$ cat src/rtl/icache_pkg.sv
// Shared widths, address field types, fill FSM states and register map for the
// instruction cache subsystem. Every other file refers to it by scoped names.

package icache_pkg;

	localparam int TAG_W  = 22; // address bits 31 down to 10.
	localparam int LINE_W = 4;  // address bits 9 down to 6.
	localparam int WORD_W = 4;  // address bits 5 down to 2.

	localparam int NUM_LINES      = 16;
	localparam int WORDS_PER_LINE = 16;

	typedef logic [31:0]         addr_t;
	typedef logic [31:0]         word_t;
	typedef logic [TAG_W-1:0]    tag_t;
	typedef logic [LINE_W-1:0]   line_idx_t;
	typedef logic [WORD_W-1:0]   word_idx_t;
	typedef logic [15:0]         count_t;
	typedef logic [1:0]          reg_addr_t;

	// states of the miss and uncached read sequencer.
	typedef enum logic [1:0] {
		idle,
		line_fill,
		bypass_read,
		bypass_done
	} fill_state_t;

	localparam reg_addr_t REG_CTRL  = 2'd0; // bit 0 enable, bit 1 invalidate on write.
	localparam reg_addr_t REG_HITS  = 2'd1; // read-only hit counter.
	localparam reg_addr_t REG_FILLS = 2'd2; // read-only line fill counter.
	localparam reg_addr_t REG_ID    = 2'd3; // read-only identifier.

	localparam word_t ICACHE_ID = 32'h1cac_0116;

endpackage
$ cat src/rtl/icache_fill.sv
// Miss sequencer. Fetches a whole line in word order over the read bus, or a single
// word when the cache is disabled, and hands the words to the line storage.

`timescale 1ns/1ps

module icache_fill (
	input  logic                  clk,
	input  logic                  arst_n,
	input  icache_pkg::addr_t     rd_addr,
	input  logic                  rd_req,
	input  logic                  hit,
	input  logic                  cache_en,
	input  logic                  bus_ack,
	input  icache_pkg::word_t     bus_rdata,
	input  logic                  bus_ready,
	output logic                  bus_req,
	output icache_pkg::addr_t     bus_addr,
	output logic                  bus_rd,
	output logic                  fill_we,
	output icache_pkg::word_idx_t fill_word,
	output icache_pkg::word_t     fill_data,
	output logic                  line_done,
	output logic                  byp_valid,
	output icache_pkg::word_t     byp_data
);

	icache_pkg::fill_state_t state;
	icache_pkg::fill_state_t state_nxt;
	icache_pkg::word_idx_t   word_cnt;

	logic miss;
	logic active;
	logic xfer;

	assign miss   = rd_req && !hit;
	assign active = (state == icache_pkg::line_fill) || (state == icache_pkg::bypass_read);
	assign xfer   = active && bus_ack && bus_ready; // one word arrives this cycle.

	// bus_req rises in the cycle of the miss itself and stays up until the last word.
	assign bus_req = ((state == icache_pkg::idle) && miss) || active;
	assign bus_rd  = active && bus_ack;

	always_comb begin
		bus_addr = '0;
		if (active && bus_ack) begin
			if (state == icache_pkg::line_fill) begin
				bus_addr = {rd_addr[31:6], word_cnt, 2'b00};
			end else begin
				bus_addr = {rd_addr[31:2], 2'b00};
			end
		end
	end

	assign fill_we   = xfer && (state == icache_pkg::line_fill);
	assign fill_word = word_cnt;
	assign fill_data = bus_rdata;
	assign line_done = fill_we &&
		(word_cnt == icache_pkg::word_idx_t'(icache_pkg::WORDS_PER_LINE - 1));
	assign byp_valid = (state == icache_pkg::bypass_done);

	always_comb begin
		state_nxt = state;
		case (state)
			icache_pkg::idle: begin
				if (miss) begin
					state_nxt = cache_en ? icache_pkg::line_fill : icache_pkg::bypass_read;
				end
			end
			icache_pkg::line_fill:   if (line_done) state_nxt = icache_pkg::idle;
			icache_pkg::bypass_read: if (xfer) state_nxt = icache_pkg::bypass_done;
			default:                 state_nxt = icache_pkg::idle; // word shown for one cycle.
		endcase
	end

	always_ff @(posedge clk or negedge arst_n) begin
		if (!arst_n) begin
			state    <= icache_pkg::idle;
			word_cnt <= '0;
		end else begin
			state <= state_nxt;
			if (state == icache_pkg::idle) begin
				word_cnt <= '0;
			end else if (fill_we) begin
				word_cnt <= word_cnt + 1'b1; // wraps back to zero after the last word.
			end
		end
	end

	// the uncached word is held here for the cycle after it arrives.
	always_ff @(posedge clk) begin
		if (xfer && (state == icache_pkg::bypass_read)) begin
			byp_data <= bus_rdata;
		end
	end

endmodule

$ cat config.mk
export PLATFORM = sky130hd
export DESIGN_NAME = icache_fill
export DESIGN_NICKNAME = d
export VERILOG_FILES = /design/src/rtl/icache_pkg.sv /design/src/rtl/icache_fill.sv
export SDC_FILE = /design/constraint.sdc
export NUM_CORES = 1
export LEC_CHECK = 0
export BUFFER_PORTS_ARGS = -buffer_cell sky130_fd_sc_hd__buf_4
export CORE_MARGIN = 3
export CORE_UTILIZATION = 41
export CTS_BUF_LIST = sky130_fd_sc_hd__clkbuf_8
export DETAILED_ROUTE_END_ITERATION = 6
export PLACE_DENSITY = 0.88
export SKIP_CTS_REPAIR_TIMING = 1
export SLEW_MARGIN = 40
export SYNTH_ARGS = -nofsm -noshare
export SYNTH_HDL_FRONTEND = slang
export SYNTH_SLANG_ARGS = --single-unit
export TNS_END_PERCENT = 1
$ cat constraint.sdc
create_clock -name clk -period 4.3 [get_ports clk]
set_input_delay 0.43 -clock clk [delete_from_list [all_inputs] [get_ports clk]]
set_output_delay 0.43 -clock clk [all_outputs]
set_load 0.01 [all_outputs]
==> impl_table.tex <==
\begin{tabular}{lr}
\hline
Metric & Value \\
\hline
\multicolumn{2}{l}{\textbf{Outcome}} \\
\quad Result of the run & finished clean \\
\multicolumn{2}{l}{\textbf{Clocking}} \\
\quad Root Buffer Master & sky130\_fd\_sc\_hd\_\_clkbuf\_8 \\
\quad Insertion delay to the later sink of the worst-skew pair & 0.28 ns \\
\quad Number of clock sinks seen by CTS & 38 \\
\quad Maximum level of the CTS H-tree & 2 \\
\quad Clock slew at the register clock pins of the worst setup and hold paths & 0.07 ns \\
\quad Num CTS Buffers & 5 \\
\quad TritonCTS clock tree & yes \\
\quad Buffers from clock root to sink, at most & 2 \\
\multicolumn{2}{l}{\textbf{Pwr}} \\
\quad Cell-internal power & 0.915 mW \\
\quad Power dissipated by switching net loads & 0.457 mW \\
\quad Power share of the sequential group & 33.7\% \\
\quad Worst ir drop on vdd & 0.367 mV \\
\quad Fraction of power spent switching nets & 33.3\% \\
\quad Logic pwr share & 45.5\% \\
\quad Clk network pwr share & 20.8\% \\
\quad Leakage power & 1.59 nW \\
\quad Areal power density over the cells & 445 nW/um\^{}2 \\
\multicolumn{2}{l}{\textbf{Setup path}} \\
\quad Critical Path End Type & output pin \\
\quad Critical register-to-register path endpoint & byp\_data[16]\$\_DFFE\_PP\_ \\
\quad Minimum setup slack among reg-to-reg paths & 2.00 ns \\
\quad Crit path kind & flop to output pin \\
\quad Signal arrival time at the worst endpoint & 2.07 ns \\
\quad Highest net fanout along the worst path & 29 \\
\quad Critical path startpoint & state[0]\$\_DFFE\_PN0P\_ \\
\quad WP data required & 3.87 ns \\
\quad Cell count of the worst reg-to-reg path & 6 \\
\quad Crit start category & flop \\
\quad Termination of the worst setup path & line\_done \\
\quad Startpoint of the worst-slack reg-to-reg timing path & state[0]\$\_DFFE\_PN0P\_ \\
\multicolumn{2}{l}{\textbf{Global route}} \\
\quad First-pass GRT wire length & 7680 microns \\
\quad GR Util All Layers & 18.8\% \\
\quad Number of antenna violations at the first check in global routing & 0 \\
\quad Pin count of the biggest net entering global routing & 33 \\
\quad Via count of the first global-routing pass & 1592 \\
\quad Total gr overflow & 0 \\
\multicolumn{2}{l}{\textbf{Job}} \\
\quad Max\_cap viols & 0 \\
\multicolumn{2}{l}{\textbf{STA}} \\
\quad Final period utilization & 58.2\% \\
\quad Clock skew & 0.00688 ns \\
\quad Setup TNS after final layout & 0 ns \\
\quad Highest clock frequency the design can meet & 0.399 GHz \\
\quad Slew Viols, Final & 0 \\
\quad Final hold vios & 0 \\
\quad Tightest slew margin relative to the limit & 55.3\% \\
\quad Unrepaired setup endpoints after global routing & no \\
\quad Pin slew with the least headroom to its limit & 0.670 ns \\
\quad Final critical path time including I/O delays and setup & 2.50 ns \\
\quad Final setup violation count & 0 \\
\multicolumn{2}{l}{\textbf{Finish}} \\
\quad Area taken by multi-input logic gates & 479 sq um \\
\quad Area added between synthesis and finish & 61.9\% \\
\quad Share of post-route cells with drive strength above 1 & 62.0\% \\
\quad Number of fill cells & 327 \\
\quad Net count reported at finish & 370 \\
\quad Utilization of the core after routing & 69.8\% \\
\quad Number of antenna diodes & 0 \\
\quad Register area & 1110 sq um \\
\multicolumn{2}{l}{\textbf{Logic synthesis}} \\
\quad Leading cell types by count after synthesis & sky130\_fd\_sc\_hd\_\_buf\_4 (35), sky130\_fd\_sc\_hd\_\_edfxtp\_1 (32), sky130\_fd\_sc\_hd\_\_and3\_1 (27), sky130\_fd\_sc\_hd\_\_nor2\_1 (10) \\
\quad Top-area cell type share of the netlist area & 50.5\% \\
\quad Cell variety after synth & 30 \\
\quad Number of enable flip-flop cells after synthesis & 32 \\
\quad Sequential area share after synthesis & 58.4\% \\
\quad Post-synthesis register bit count & 38 \\
\quad Mapped Avg Cell Area & 12.3 sq um \\
\quad Cell accounting for the most synthesized area & sky130\_fd\_sc\_hd\_\_edfxtp\_1 \\
\quad Share of synthesized flip-flops with an asynchronous set or reset & 15.8\% \\
\quad Synth area leaders & sky130\_fd\_sc\_hd\_\_edfxtp\_1 (50\%), sky130\_fd\_sc\_hd\_\_buf\_4 (14\%), sky130\_fd\_sc\_hd\_\_and3\_1 (8.9\%) \\
\quad Synthesized instance count & 155 \\
\quad Dominant register cell in the synthesized netlist & sky130\_fd\_sc\_hd\_\_edfxtp\_1 \\
\quad Post-synthesis instance area & 1900 sq um \\
\quad Most common cell in the synthesized netlist & sky130\_fd\_sc\_hd\_\_buf\_4 \\
\quad Warnings, synthesis & 0 \\
\multicolumn{2}{l}{\textbf{Routing}} \\
\quad Violation count after the first detailed-routing iteration & 64 \\
\quad Total length of routed wires & 5490 microns \\
\quad Via Count & 1627 \\
\quad Remaining number of nets flagged by the antenna check after routing & 0 \\
\quad Avg Vias per Cell & 4.69 \\
\quad Final routed DRC violation total & 0 \\
\quad First-pass detailed-route iteration total & 6 \\
\quad Routed wire length per instance & 15.8 microns \\
\multicolumn{2}{l}{\textbf{Worst hold path}} \\
\quad Hold Path Class & primary input to flop \\
\quad Source of the worst hold timing path & bus\_rdata[12] \\
\quad Hold-critical path depth & 1 \\
\multicolumn{2}{l}{\textbf{Die}} \\
\quad Die Outline Area & 5500 sq um \\
\quad Io pins & 176 \\
\quad Cell row count & 24 \\
\quad Die W & 74.1 microns \\
\quad Die span in y & 74.1 microns \\
\quad Placeable core region & 4410 sq um \\
\quad Starting density of the core & 43.1\% \\
\multicolumn{2}{l}{\textbf{Placed design}} \\
\quad Port Buffers & 171 \\
\quad Final weighted congestion in routability-driven placement & 0.739 \\
\quad Half-perimeter wire length after detailed placement & 4540 microns \\
\hline
\end{tabular}
-- per-layer routing --
| layer | share of wire, % | track usage (%) | vias up | wire (microns) |
|---|---|---|---|---|
| met1 | 32 | 18.4 | 729 | 1760 |
| met3 | 14 | 7.97 | 10 | 756 |
| met2 | 53 | 34.9 | 107 | 2890 |
| met4 | 1.5 | 7.24 | 0 | 82 |
| met5 | 0 | 0 | - | 0 |
| li1 | - | - | 781 | - |
-- how the worst min path moves through the flow --
stage	to
6_report	byp_data[12]$_DFFE_PP_
5_1_grt	byp_data[12]$_DFFE_PP_
4_1_cts	fill_word[0]$_DFFE_PN0P_
3_5_place_dp	fill_word[1]$_DFFE_PN0P_
3_3_place_gp	fill_word[0]$_DFFE_PN0P_
2_1_floorplan	fill_word[0]$_DFFE_PN0P_
-- final cells by class --
| type | count | area share, % |
|---|---|---|
| sequential | 38 | 36.1 |
| timing repair buffer | 173 | 42.2 |
| clock inverter | 3 | 1.22 |
| tap | 52 | 2.11 |
| clock buffer | 5 | 2.23 |
| inverter | 4 | 0.609 |
| multi-input combinational | 72 | 15.6 |
-- sequential cells by signal (all words and copies together), names as in the netlist --
name,flops
fill_word,4
byp_data,32
state,2
-- power groups by stage --
stage          clock [mW]  combinational (mW)  sequential [mW]
6_report            0.286               0.624            0.462
5_1_grt             0.310               0.683            0.467
4_1_cts             0.293               0.630            0.462
3_5_place_dp            0               0.628            0.470
3_3_place_gp            0               0.615            0.468
2_1_floorplan           0               0.344            0.480
-- worst max-delay path, stage by stage, from the launching register on --
cell                       delay (ns)
sky130_fd_sc_hd__dfrtp_1         0.38
sky130_fd_sc_hd__inv_1           0.09
sky130_fd_sc_hd__ha_1            0.73
sky130_fd_sc_hd__nand2_4         0.13
sky130_fd_sc_hd__clkinv_2        0.11
sky130_fd_sc_hd__nand3_4         0.09
sky130_fd_sc_hd__nor2_1          0.13
sky130_fd_sc_hd__buf_4           0.13
-- cells in the final DEF (no fill, tap or decap), drive strengths merged, types with 3 or more instances in the layout --
cell / netlist / final
and3: 27 / 27
buf: 38 / 172
clkbuf: 4 / 5
dfrtp: 6 / 6
edfxtp: 32 / 32
ha: 5 / 5
inv: 3 / 5
mux2i: 4 / 4
nand2: 7 / 7
nand3: 3 / 3
nor2: 10 / 10
-- kinds of logic after synthesis --
| kind of cell | Yosys count | synth area share, % |
|---|---|---|
| AOI/OAI and AO/OA | 8 | 2.63 |
| adders and majority gates | 5 | 3.29 |
| buffers and inverters | 46 | 16.6 |
| and+or+nand+nor | 50 | 15.4 |
| DFF | 38 | 58.4 |
| muxes | 4 | 2.10 |
| other | 1 | 0.197 |
| xor gates and xnor gates | 3 | 1.38 |
-- stage by stage --
step	hold slack [ns]	power, mW	cell area (sq um)	setup slack, ns	cells
6_report	0.327	1.37	3080	1.80	347
2_1_floorplan	0.134	0.824	1910	2.16	156
3_3_place_gp	0.241	1.08	2970	2.05	338
4_1_cts	-0.0711	1.39	3070	1.79	346
3_5_place_dp	0.241	1.10	2970	2.00	338
5_1_grt	0.309	1.46	3080	1.60	347
Note: power is estimated with default switching activity, not from simulation.
