==> src/rtl/icache_pkg.sv <==
// Shared widths, address field types, fill FSM states and register map for the
// instruction cache subsystem. Every other file refers to it by scoped names.

package icache_pkg;

	localparam int TAG_W  = 22; // address bits 31 down to 10.
	localparam int LINE_W = 4;  // address bits 9 down to 6.
	localparam int WORD_W = 4;  // address bits 5 down to 2.

	localparam int NUM_LINES      = 16;
	localparam int WORDS_PER_LINE = 16;

	typedef logic [31:0]         addr_t;
	typedef logic [31:0]         word_t;
	typedef logic [TAG_W-1:0]    tag_t;
	typedef logic [LINE_W-1:0]   line_idx_t;
	typedef logic [WORD_W-1:0]   word_idx_t;
	typedef logic [15:0]         count_t;
	typedef logic [1:0]          reg_addr_t;

	// states of the miss and uncached read sequencer.
	typedef enum logic [1:0] {
		idle,
		line_fill,
		bypass_read,
		bypass_done
	} fill_state_t;

	localparam reg_addr_t REG_CTRL  = 2'd0; // bit 0 enable, bit 1 invalidate on write.
	localparam reg_addr_t REG_HITS  = 2'd1; // read-only hit counter.
	localparam reg_addr_t REG_FILLS = 2'd2; // read-only line fill counter.
	localparam reg_addr_t REG_ID    = 2'd3; // read-only identifier.

	localparam word_t ICACHE_ID = 32'h1cac_0116;

endpackage
==> src/rtl/icache_regs.sv <==
// Control and status registers beside the cache: enable, invalidate-all and the
// saturating hit and fill counters, readable through the debug register port.

`timescale 1ns/1ps

module icache_regs (
	input  logic                  clk,
	input  logic                  arst_n,
	input  icache_pkg::reg_addr_t reg_addr,
	input  logic                  reg_wr,
	input  icache_pkg::word_t     reg_wdata,
	input  logic                  rd_req,
	input  logic                  hit,
	input  logic                  line_done,
	output icache_pkg::word_t     reg_rdata,
	output logic                  cache_en,
	output logic                  inval_pulse
);

	icache_pkg::count_t hit_cnt;
	icache_pkg::count_t fill_cnt;

	logic ctrl_wr;

	assign ctrl_wr = reg_wr && (reg_addr == icache_pkg::REG_CTRL);

	// Bit 1 of a control write clears every line at the same edge that takes the
	// write. It is never stored, so it reads back as zero.
	assign inval_pulse = ctrl_wr && reg_wdata[1];

	always_ff @(posedge clk or negedge arst_n) begin
		if (!arst_n) begin
			cache_en <= 1'b1; // the cache comes out of reset enabled.
			hit_cnt  <= '0;
			fill_cnt <= '0;
		end else begin
			if (ctrl_wr) begin
				cache_en <= reg_wdata[0];
			end
			if (rd_req && hit && (hit_cnt != '1)) begin
				hit_cnt <= hit_cnt + 1'b1; // counts every cycle a request hits.
			end
			if (line_done && (fill_cnt != '1)) begin
				fill_cnt <= fill_cnt + 1'b1;
			end
		end
	end

	always_comb begin
		case (reg_addr)
			icache_pkg::REG_CTRL:  reg_rdata = {31'b0, cache_en};
			icache_pkg::REG_HITS:  reg_rdata = {16'b0, hit_cnt};
			icache_pkg::REG_FILLS: reg_rdata = {16'b0, fill_cnt};
			default:               reg_rdata = icache_pkg::ICACHE_ID;
		endcase
	end

endmodule

==> config.mk <==
export PLATFORM = sky130hd
export DESIGN_NAME = icache_regs
export DESIGN_NICKNAME = d
export VERILOG_FILES = /design/src/rtl/icache_pkg.sv /design/src/rtl/icache_regs.sv
export SDC_FILE = /design/constraint.sdc
export NUM_CORES = 1
export LEC_CHECK = 0
export ABC_AREA = 1
export BUFFER_PORTS_ARGS = -buffer_cell sky130_fd_sc_hd__buf_2
export CORE_ASPECT_RATIO = 0.6
export CORE_MARGIN = 5
export CORE_UTILIZATION = 56
export DETAILED_ROUTE_END_ITERATION = 8
export GPL_ROUTABILITY_DRIVEN = 0
export PLACE_DENSITY = 0.93
export SLEW_MARGIN = 20
export SYNTH_ARGS = -nofsm -noshare
export SYNTH_HDL_FRONTEND = slang
export SYNTH_SLANG_ARGS = --single-unit
export TNS_END_PERCENT = 30
==> constraint.sdc <==
create_clock -name clk -period 4.4 [get_ports clk]
set_clock_uncertainty 0.2 [all_clocks]
set_input_delay 0.44 -clock clk [delete_from_list [all_inputs] [get_ports clk]]
set_output_delay 0.44 -clock clk [all_outputs]
set_load 0.03 [all_outputs]
==> results.yml, run 1 <==
synthesis:
  syn-cell-area_sq_mm: 0.002412
  synthMuxAreaShare_pct: 0.4668
  ys_warn_count: 0
  syn_inst: 347
  synth_fa_ha_area_share_pct: 1.037
  synth_top_family_by_area: "simple AND/OR/NAND/NOR gates"
  syn_avg_cell_area_sq_um: 6.952
  synth-async-reset-ratio_pct: 100.0
  synth_ff_type: "dfrtp_1"
  synth_compound_area_share_pct: 9.751
  synth_edf_count: 0
  yosys.area_share.xor_xnor_pct: 2.905
  synth.yosys.seq_area_share_pct: 34.28
  yosys.area_share.simple_pct: 37.97
  ys_ff_latch: 33
  ys_types: 31
min_path:
  hp-class: "in2async"
pwr:
  vdd_drop_max_mv: 0.2674
  powerDensity_mw_per_mm2: 372.3
  leakagePower_nw: 1.279
clock_network:
  insertion_delay_ns: 0.29
  cts_setup_buffers: 0
  tritoncts: "built"
  hold_buffers: 0
  clk_pin_slew_ns: 0.07
  clock_sinks: 33
  clock-root-buffer: "clkbuf_8"
  numCtsBuffers: 5
  cts-htree-levels: 2
  cts_resized: 0
  clock_path_buffers: 2
detailed_routing:
  vias_per_cell: 5.397
  dr_wl_met3_um: 524
  wl_met1_um: 2821
  drt_iter0_drc: 110
  wl_met2_um: 2504
  post-route-drc-count: 0
  maxUsedRoutingLayer: "met4"
  postRouteAntennaNets: 0
  wl_um: 5967
  wl_per_cell_um: 13.69
  drt_first_pass_iters: 4
  vias: 2353
finish:
  area_growth_pct: 8.454
  final_cell_mix: "112 x nand2_1, 41 x inv_1, 34 x buf_2, 32 x dfrtp_1, 31 x nor2_1"
  final_common_cell: "nand2_1"
  fillCellCount: 409
  seq_area_sq_um: 827.0
  final_util_pct: 63.13
  multiInputGateArea_sq_mm: 0.001296
  drive_gt1_share_pct: 21.81
  n_antenna_cell: 0
  final_nets: 417
floorplanning:
  chipHeight_um: 60.84
  fp-row-count: 18
  core_sq_mm: 0.004144
  die_x_um: 94.73
  die-area_sq_mm: 0.005763
  start_util_pct: 58.21
  pin_count: 74
sta:
  period_share_pct: 52.14
  relSlewSlack_pct: 49.76
  rsz0062_at_grt: "no"
  min_period_ns: 2.294
  fmax_mhz: 435.9
  finalSetupTns_ns: 0
  tightest_slew_ns: 0.7536
  slew_viol_final: 0
  setup_viol: 0
  final-hold-violation-count: 0
setup_path:
  critPathKind: "reg2reg"
  rr_startpoint: "fill_cnt[0]$_DFFE_PN0P_"
  critPathCaptureType: "register"
  critPathMaxFanout: 12
  timing.rr.end: "fill_cnt[0]$_DFFE_PN0P_"
  r2r_slack_ns: 2.11
  reg2regPathDepth: 9
  worst-endpoint-required_ns: 4.38
  startpoint: "fill_cnt[0]$_DFFE_PN0P_"
  cp-start-kind: "register"
  crit_arrival_ns: 2.27
global_routing:
  grt_pass1_wl_um: 9949
  grt_pass1_vias: 2179
  grt_start_max_net_pins: 34
  antenna_found_initial: 0
  grtUsageTotal_pct: 22.72
  gr-total-overflow: 0
status:
  status: "finished, final reports clean"
placed_design:
  place_hpwl_um: 4681
  io_buffer_count: 34
run:
  cap_violations: 0
==> synth_stat cells, types with 3 or more instances <==
cell | n | area [sq um]
nand4_1 | 12 | 75.07
o21ai_2 | 12 | 105.1
nor2_4 | 3 | 33.78
o221ai_1 | 3 | 26.28
buf_4 | 15 | 112.6
inv_1 | 41 | 153.9
dfrtp_1 | 32 | 800.8
buf_6 | 3 | 33.78
o21ai_0 | 5 | 25.02
nor2_1 | 31 | 116.4
nand2_2 | 11 | 68.82
nor2_2 | 8 | 50.05
xor2_1 | 7 | 61.31
o22ai_1 | 11 | 68.82
nand2_1 | 112 | 420.4
nand3_1 | 23 | 115.1
==> how the worst max path moves through the flow <==
stage,slack [ns],depth (start not counted),end
after floorplan,2.42,4,reg_rdata[10]
after global placement,2.07,8,hit_cnt[13]$_DFFE_PN0P_
after detailed placement,2.01,8,hit_cnt[0]$_DFFE_PN0P_
after CTS,1.98,8,hit_cnt[1]$_DFFE_PN0P_
after global routing,1.95,9,fill_cnt[0]$_DFFE_PN0P_
final,2.11,9,fill_cnt[0]$_DFFE_PN0P_
==> area by class of cell <==
type                       instances  area share (%)
multi-input combinational        257           49.55
sequential                        33           31.61
tap                               60           2.869
inverter                          44           6.313
clock buffer                       6           2.774
timing repair buffer              34           6.504
clock inverter                     2          0.3826
==> worst max-delay path, cell delays in order, from the launching register on <==
cell	delay, ns
dfrtp_1	0.43
ha_1	0.31
inv_1	0.08
nor2_1	0.06
nand2_2	0.09
nor2_4	0.05
nor2_2	0.47
clkinv_1	0.31
nand2_1	0.13
nand2_1	0.06
==> power by group <==
part,switching (W),total [W],internal (W)
registers,0.0000696,0.000429,0.000359
clock network,0.000117,0.000227,0.000110
logic,0.000218,0.000318,0.0000999
==> through the flow <==
step                setup slack (ns)  power (W)  area (sq um)  hold WS [ns]  std cells
floorplan                      2.416  0.0006732          2442      -0.05559        355
global placement               2.070  0.0007354          2529        0.3051        428
detailed placement             2.009  0.0007493          2529        0.3186        428
CTS                            1.979  0.0009742          2611       0.03479        436
global route                   1.951   0.001037          2616       0.07293        436
finish                         2.106  0.0009739          2616       0.01064        436
==> registers in the layout, indices dropped and copies added, names as in the netlist <==
| signal | flops |
|---|---|
| fill_cnt | 16 |
| cache_en | 1 |
| hit_cnt | 16 |
==> metal layers <==
metal,up-vias,global-route usage [%]
met5,-,0
met2,102,33.67
met3,18,6.691
met1,1098,31.82
met4,0,8.214
li1,1135,-
==> logic make-up (layout without fill, tap and decap cells) <==
family	Yosys count	in the layout
and+or+nand+nor	204	204
DFF	33	33
xor gates and xnor gates	8	8
adders and majority gates	2	2
other	1	9
muxes	1	1
AOI/OAI and AO/OA	33	33
buffers and inverters	65	86
Note: power is estimated with default switching activity, not from simulation.
==> run 2, diff against run 1 <==
- ABC_AREA: 1 -> 0
- CORE_UTILIZATION: 56 -> 49
- PLACE_DENSITY: 0.93 -> 0.87
- clock period: 4.4 -> 2.3 ns (I/O delays scaled with it)
==> run 2 against run 1 <==
Net effect:
- register-to-register slack got worse by 1.8 ns
- design area decreased by 12%
- clock power is 120% higher
- via count decreased by 28%
- utilization shrank 2.7 points
- worst hold slack better by 0.025 ns
- clock-buffer cell count rose by 1
- critical path depth is 4 lower
- flip-flop and latch count did not move
- total power grew 88%
- routed wire length fell by 22%
- non-clock buffer count increased by 10
==> results.yml, run 2 <==
status:
  status: "finished, final reports clean"
synthesis:
  synthMuxAreaShare_pct: 5.190
  syn_inst: 199
  synth_ff_type: "dfrtp_1"
  ys_ff_latch: 33
  synthMostInstantiatedCell: "dfrtp_1"
  ys_top_cells_by_area: "dfrtp_1 41%, xnor2_1 5.8%, buf_4 5.7%, a22o_1 4.9%, nand3_1 3.8%"
  synth_fa_ha_area_share_pct: 1.266
  ys_warn_count: 0
  synthTopCellsByCount: "32 x dfrtp_1, 16 x nor2_1, 15 x buf_4, 15 x nand3_1"
  synth_area_leader_cell: "dfrtp_1"
  synth_compound_area_share_pct: 12.41
  yosys.area_share.xor_xnor_pct: 7.975
  syn_avg_cell_area_sq_um: 9.934
  synth_edf_count: 0
  yosys.area_share.simple_pct: 24.30
  syn-cell-area_sq_mm: 0.001977
  synth-async-reset-ratio_pct: 100.0
  synth.yosys.seq_area_share_pct: 41.84
  ys_types: 43
  synth_top_area_share_pct: 40.51
  synth_top_family_by_area: "simple AND/OR/NAND/NOR gates"
sta:
  min_period_ns: 2.030
  slew_viol_final: 0
  whs_ns: 0.03547
  tightest_slew_ns: 0.7410
  period_share_pct: 88.27
  rsz0062_at_grt: "no"
  relSlewSlack_pct: 50.60
  finalSetupTns_ns: 0
  setup_viol: 0
  fmax_mhz: 492.6
  final-hold-violation-count: 0
setup_path:
  cpMaxStageDelayCell: "dfrtp_1"
  crit_chain: "ha_1 > nand4_1 > nor4_4 > nand2b_1 > mux2_2"
  rr_startpoint: "fill_cnt[0]$_DFFE_PN0P_"
  critPathCaptureType: "register"
  cp-start-kind: "register"
  worst-endpoint-required_ns: 2.27
  crit_arrival_ns: 2.00
  critPathKind: "reg2reg"
  critPathMaxFanout: 6
  startpoint: "fill_cnt[0]$_DFFE_PN0P_"
  slowest_delay_ns: 0.41
global_routing:
  gr-total-overflow: 0
  antenna_found_initial: 0
  grtUsageTotal_pct: 18.64
  grt_start_max_net_pins: 34
  grt_pass1_wl_um: 7941
  grt_pass1_vias: 1636
clock_network:
  hold_buffers: 2
  clock_path_buffers: 2
  insertion_delay_ns: 0.29
  numCtsBuffers: 5
  cts-htree-levels: 2
  tritoncts: "built"
  clk_pin_slew_ns: 0.07
  clock-root-buffer: "clkbuf_8"
  cts_resized: 0
  clock_sinks: 33
  cts_setup_buffers: 0
floorplanning:
  die-area_sq_mm: 0.005446
  chipHeight_um: 59.20
  die_x_um: 92
  start_util_pct: 52.21
  fp-row-count: 17
  core_sq_mm: 0.003786
  pin_count: 74
finish:
  reg.largest.list: "fill_cnt (16), hit_cnt (16), cache_en (1)"
  final_cell_mix: "34 x buf_2, 32 x dfrtp_1, 16 x nor2_1, 15 x nand3_1"
  drive_gt1_share_pct: 28.75
  final_area_sq_mm: 0.002290
  final_common_cell: "buf_2"
  n_antenna_cell: 0
  final_nets: 281
  area_growth_pct: 15.82
placed_design:
  dpl_cell_area_sq_mm: 0.002168
  place_hpwl_um: 3398
  io_buffer_count: 34
min_path:
  min_from: "hit"
  hp-class: "in2reg"
detailed_routing:
  post-route-drc-count: 0
  vias: 1688
  vias_per_cell: 5.882
  wl_um: 4626
  drt_first_pass_iters: 4
  wl_per_cell_um: 16.12
  drt_iter0_drc: 92
  postRouteAntennaNets: 0
pwr:
  powerDensity_mw_per_mm2: 798.3
  leakagePower_nw: 1.096
  vdd_drop_max_mv: 0.5717
run:
  cap_violations: 0
==> run 2: changes by cell type after synthesis, moves of 12 or more <==
cell	delta
nor2_1	-15
inv_1	-39
nand2_1	-99
xnor2_1	+12
o21ai_2	-12
==> run 2: final timing paths <==
check	to	slack, ns	depth (start not counted)
worst max-delay path	fill_cnt[1]$_DFFE_PN0P_	0.27	5
worst min-delay path	hit_cnt[0]$_DFFE_PN0P_	0.04	3
worst max register to register	fill_cnt[1]$_DFFE_PN0P_	0.27	5
worst min register to register	fill_cnt[5]$_DFFE_PN0P_	0.32	1
max in group asynchronous	fill_cnt[5]$_DFFE_PN0P_	1.09	2
min in group asynchronous	fill_cnt[10]$_DFFE_PN0P_	0.34	2
==> run 2: power by group <==
group	total [W]	switching, W	internal (W)
clock	0.000494	0.000223	0.000271
sequential	0.000851	0.000157	0.000694
combinational	0.000483	0.000290	0.000193
total	0.00183	0.000670	0.00116
==> run 2: area by class of cell <==
type	count	area, sq um
sequential	33	827.0
inverter	2	7.507
clock inverter	1	5.005
fill	353	1496
tap	47	58.81
multi-input combinational	153	1045
timing repair buffer	44	250.2
clock buffer	7	96.34
==> run 2: cell families after synthesis <==
kind of cell	Yosys count
and+or+nand+nor	80
AOI/OAI and AO/OA	35
DFF	33
buffers and inverters	21
xor gates and xnor gates	18
muxes	9
adders and majority gates	2
other	1
==> run 2: critical path, delay by kind of cell (launching register included) <==
family,cells,cell delay [ns]
DFF,1,0.41
adders and majority gates,1,0.32
and+or+nand+nor,3,0.65
muxes,1,0.34
==> run 2: layer usage <==
| layer | track usage, % | wire (um) | up-vias |
|---|---|---|---|
| met5 | 0 | 0 | - |
| met4 | 6.342 | 61 | 0 |
| met3 | 5.584 | 359 | 7 |
| met2 | 27.59 | 1942 | 60 |
| met1 | 26.08 | 2263 | 829 |
| li1 | - | - | 792 |
==> run 2: through the flow <==
step / cells / util [%] / total power, W / setup WS (ns)
2_1_floorplan: 207 / - / 0.001196 / 0.3510
3_3_place_gp: 277 / 57.27 / 0.001313 / 0.3214
3_5_place_dp: 277 / 57.27 / 0.001343 / 0.2704
4_1_cts: 287 / 60.48 / 0.001842 / 0.2611
5_1_grt: 287 / 60.48 / 0.001939 / 0.1386
6_report: 287 / 60.48 / 0.001828 / 0.2699
==> run 3, diff against run 2 <==
- CORE_UTILIZATION: 49 -> 51
- CTS_BUF_LIST: unset -> sky130_fd_sc_hd__clkbuf_4
- PLACE_DENSITY: 0.87 -> 0.89
==> run 3 against run 2 <==
Net effect:
- highest routed layer unchanged
- cell count grew 0.70%
- global-route usage increased by 0.21 points
- sequential share of layout area grew 0.38 points
- sequential power is 0.5% lower
- critical path depth unchanged
==> results.yml, run 3 (synthesis gave the netlist of run 2 again) <==
status:
  status: "finished, final reports clean"
sta:
  tightest_slew_ns: 0.7404
  relSlewSlack_pct: 50.64
  finalSetupTns_ns: 0
  final-hold-violation-count: 0
  rsz0062_at_grt: "no"
  setup_viol: 0
  slew_viol_final: 0
  period_share_pct: 89.25
  fmax_mhz: 487.1
  min_period_ns: 2.053
placed_design:
  io_buffer_count: 34
  place_hpwl_um: 3539
setup_path:
  timing.rr.end: "fill_cnt[1]$_DFFE_PN0P_"
  reg2regPathDepth: 5
  critPathCaptureType: "register"
  cpMaxStageDelayCell: "dfrtp_1"
  critPathKind: "reg2reg"
  cp-start-kind: "register"
  r2r_slack_ns: 0.25
  crit_arrival_ns: 2.08
  crit_chain: "ha_1 > nand4_1 > nor4_4 > nand2b_1 > mux2_2"
  slowest_delay_ns: 0.42
  critPathMaxFanout: 6
  rr_startpoint: "fill_cnt[0]$_DFFE_PN0P_"
  worst-endpoint-required_ns: 2.32
global_routing:
  use_met3_pct: 5.318
  grt_pass1_vias: 1589
  grt_start_max_net_pins: 34
  gr-total-overflow: 0
  grt_pass1_wl_um: 7817
  top_usage_layer: "met1"
  gr-usage-met2_pct: 26.35
  met1_usage_pct: 28.58
  grtUsageTotal_pct: 18.84
  antenna_found_initial: 0
floorplanning:
  chipHeight_um: 58.23
  start_util_pct: 53.41
  die-area_sq_mm: 0.005262
  die_x_um: 90.38
  fp-row-count: 17
  pin_count: 74
  core_sq_mm: 0.003701
pwr:
  seqPwrFrac_pct: 50.6
  power.total_w: 0.001674
  p_sw_w: 0.0006323
  leakagePower_nw: 1.087
  clkPwrFrac_pct: 20.8
  power.share.combinational_pct: 28.7
  p_sw_share_pct: 37.77
  vdd_drop_max_mv: 0.5829
  p_int_w: 0.001042
  powerDensity_mw_per_mm2: 738.9
finish:
  final_cell_mix: "34 x buf_2, 32 x dfrtp_1, 16 x nor2_1, 15 x nand3_1"
  reg.largest.list: "fill_cnt (16), hit_cnt (16), cache_en (1)"
  final_common_cell: "buf_2"
  final_nets: 283
  n_antenna_cell: 0
  area_growth_pct: 14.62
  drive_gt1_share_pct: 28.93
clock_network:
  cts_resized: 0
  clock_sinks: 33
  numCtsBuffers: 5
  clock_path_buffers: 2
  cts_setup_buffers: 0
  insertion_delay_ns: 0.33
  clock-root-buffer: "clkbuf_4"
  tritoncts: "built"
  clk_pin_slew_ns: 0.10
  cts-htree-levels: 2
detailed_routing:
  wl_um: 4692
  wl_per_cell_um: 16.24
  vias_per_cell: 5.869
  drt_iter0_drc: 153
  postRouteAntennaNets: 0
  drt_first_pass_iters: 5
  vias: 1696
  post-route-drc-count: 0
min_path:
  whs_path_depth: 3
  hp-class: "in2reg"
  holdPathEnd: "hit_cnt[0]$_DFFE_PN0P_"
  min_from: "hit"
run:
  cap_violations: 0
-- run 3: through the flow --
step	instance area (sq um)	cells	hold WS, ns	utilization [%]	worst slack [ns]
2_1_floorplan	2007	207	-0.2656	-	0.3510
3_3_place_gp	2176	278	0.1311	58.79	0.3159
3_5_place_dp	2176	278	0.1402	58.79	0.2835
4_1_cts	2266	289	0.007974	61.22	0.2713
5_1_grt	2266	289	0.01482	61.22	0.1450
6_report	2266	289	0.02245	61.22	0.2472
-- run 3: how the worst max path moves through the flow --
stage                                        from  depth (start not counted)                      end
after floorplan            hit_cnt[0]$_DFFE_PN0P_                          5   hit_cnt[1]$_DFFE_PN0P_
after global placement    fill_cnt[0]$_DFFE_PN0P_                          5  fill_cnt[1]$_DFFE_PN0P_
after detailed placement  fill_cnt[0]$_DFFE_PN0P_                          5  fill_cnt[1]$_DFFE_PN0P_
after CTS                 fill_cnt[0]$_DFFE_PN0P_                          5  fill_cnt[1]$_DFFE_PN0P_
after global routing      fill_cnt[0]$_DFFE_PN0P_                          5  fill_cnt[1]$_DFFE_PN0P_
final                     fill_cnt[0]$_DFFE_PN0P_                          5  fill_cnt[1]$_DFFE_PN0P_
-- run 3: power by group through the flow --
stage               Combinational (W)  Clock [W]  Sequential (W)
finish                       0.000480   0.000348        0.000847
floorplan                    0.000369          0        0.000827
detailed placement           0.000477          0        0.000858
global route                 0.000532   0.000389        0.000866
CTS                          0.000483   0.000361        0.000846
global placement             0.000465          0        0.000850
-- run 3: metal layers --
metal | vias up | wire length (um)
met5 | - | 0
met4 | 0 | 42
met3 | 5 | 421
met2 | 93 | 2013
met1 | 806 | 2215
li1 | 792 | -
-- run 3: final cells by class --
class                      count  area [sq um]
sequential                    33         827.0
fill                         356          1435
tap                           47         58.81
multi-input combinational    153          1045
timing repair buffer          46         267.8
inverter                       2         7.507
clock buffer                   8         60.06
-- run 3: critical path, delay by kind of cell, from the launching register on --
kind / cells / cell delay [ns]
flip-flops: 1 / 0.42
multiplexers: 1 / 0.33
AND/OR/NAND/NOR: 3 / 0.67
adder cells (fa/ha/maj): 1 / 0.33
-- run 3: what timing repair did --
item	CTS	global route
hold endpoints to repair	34	0
hold buffers	3	0
endpoints found under the setup margin	0	0
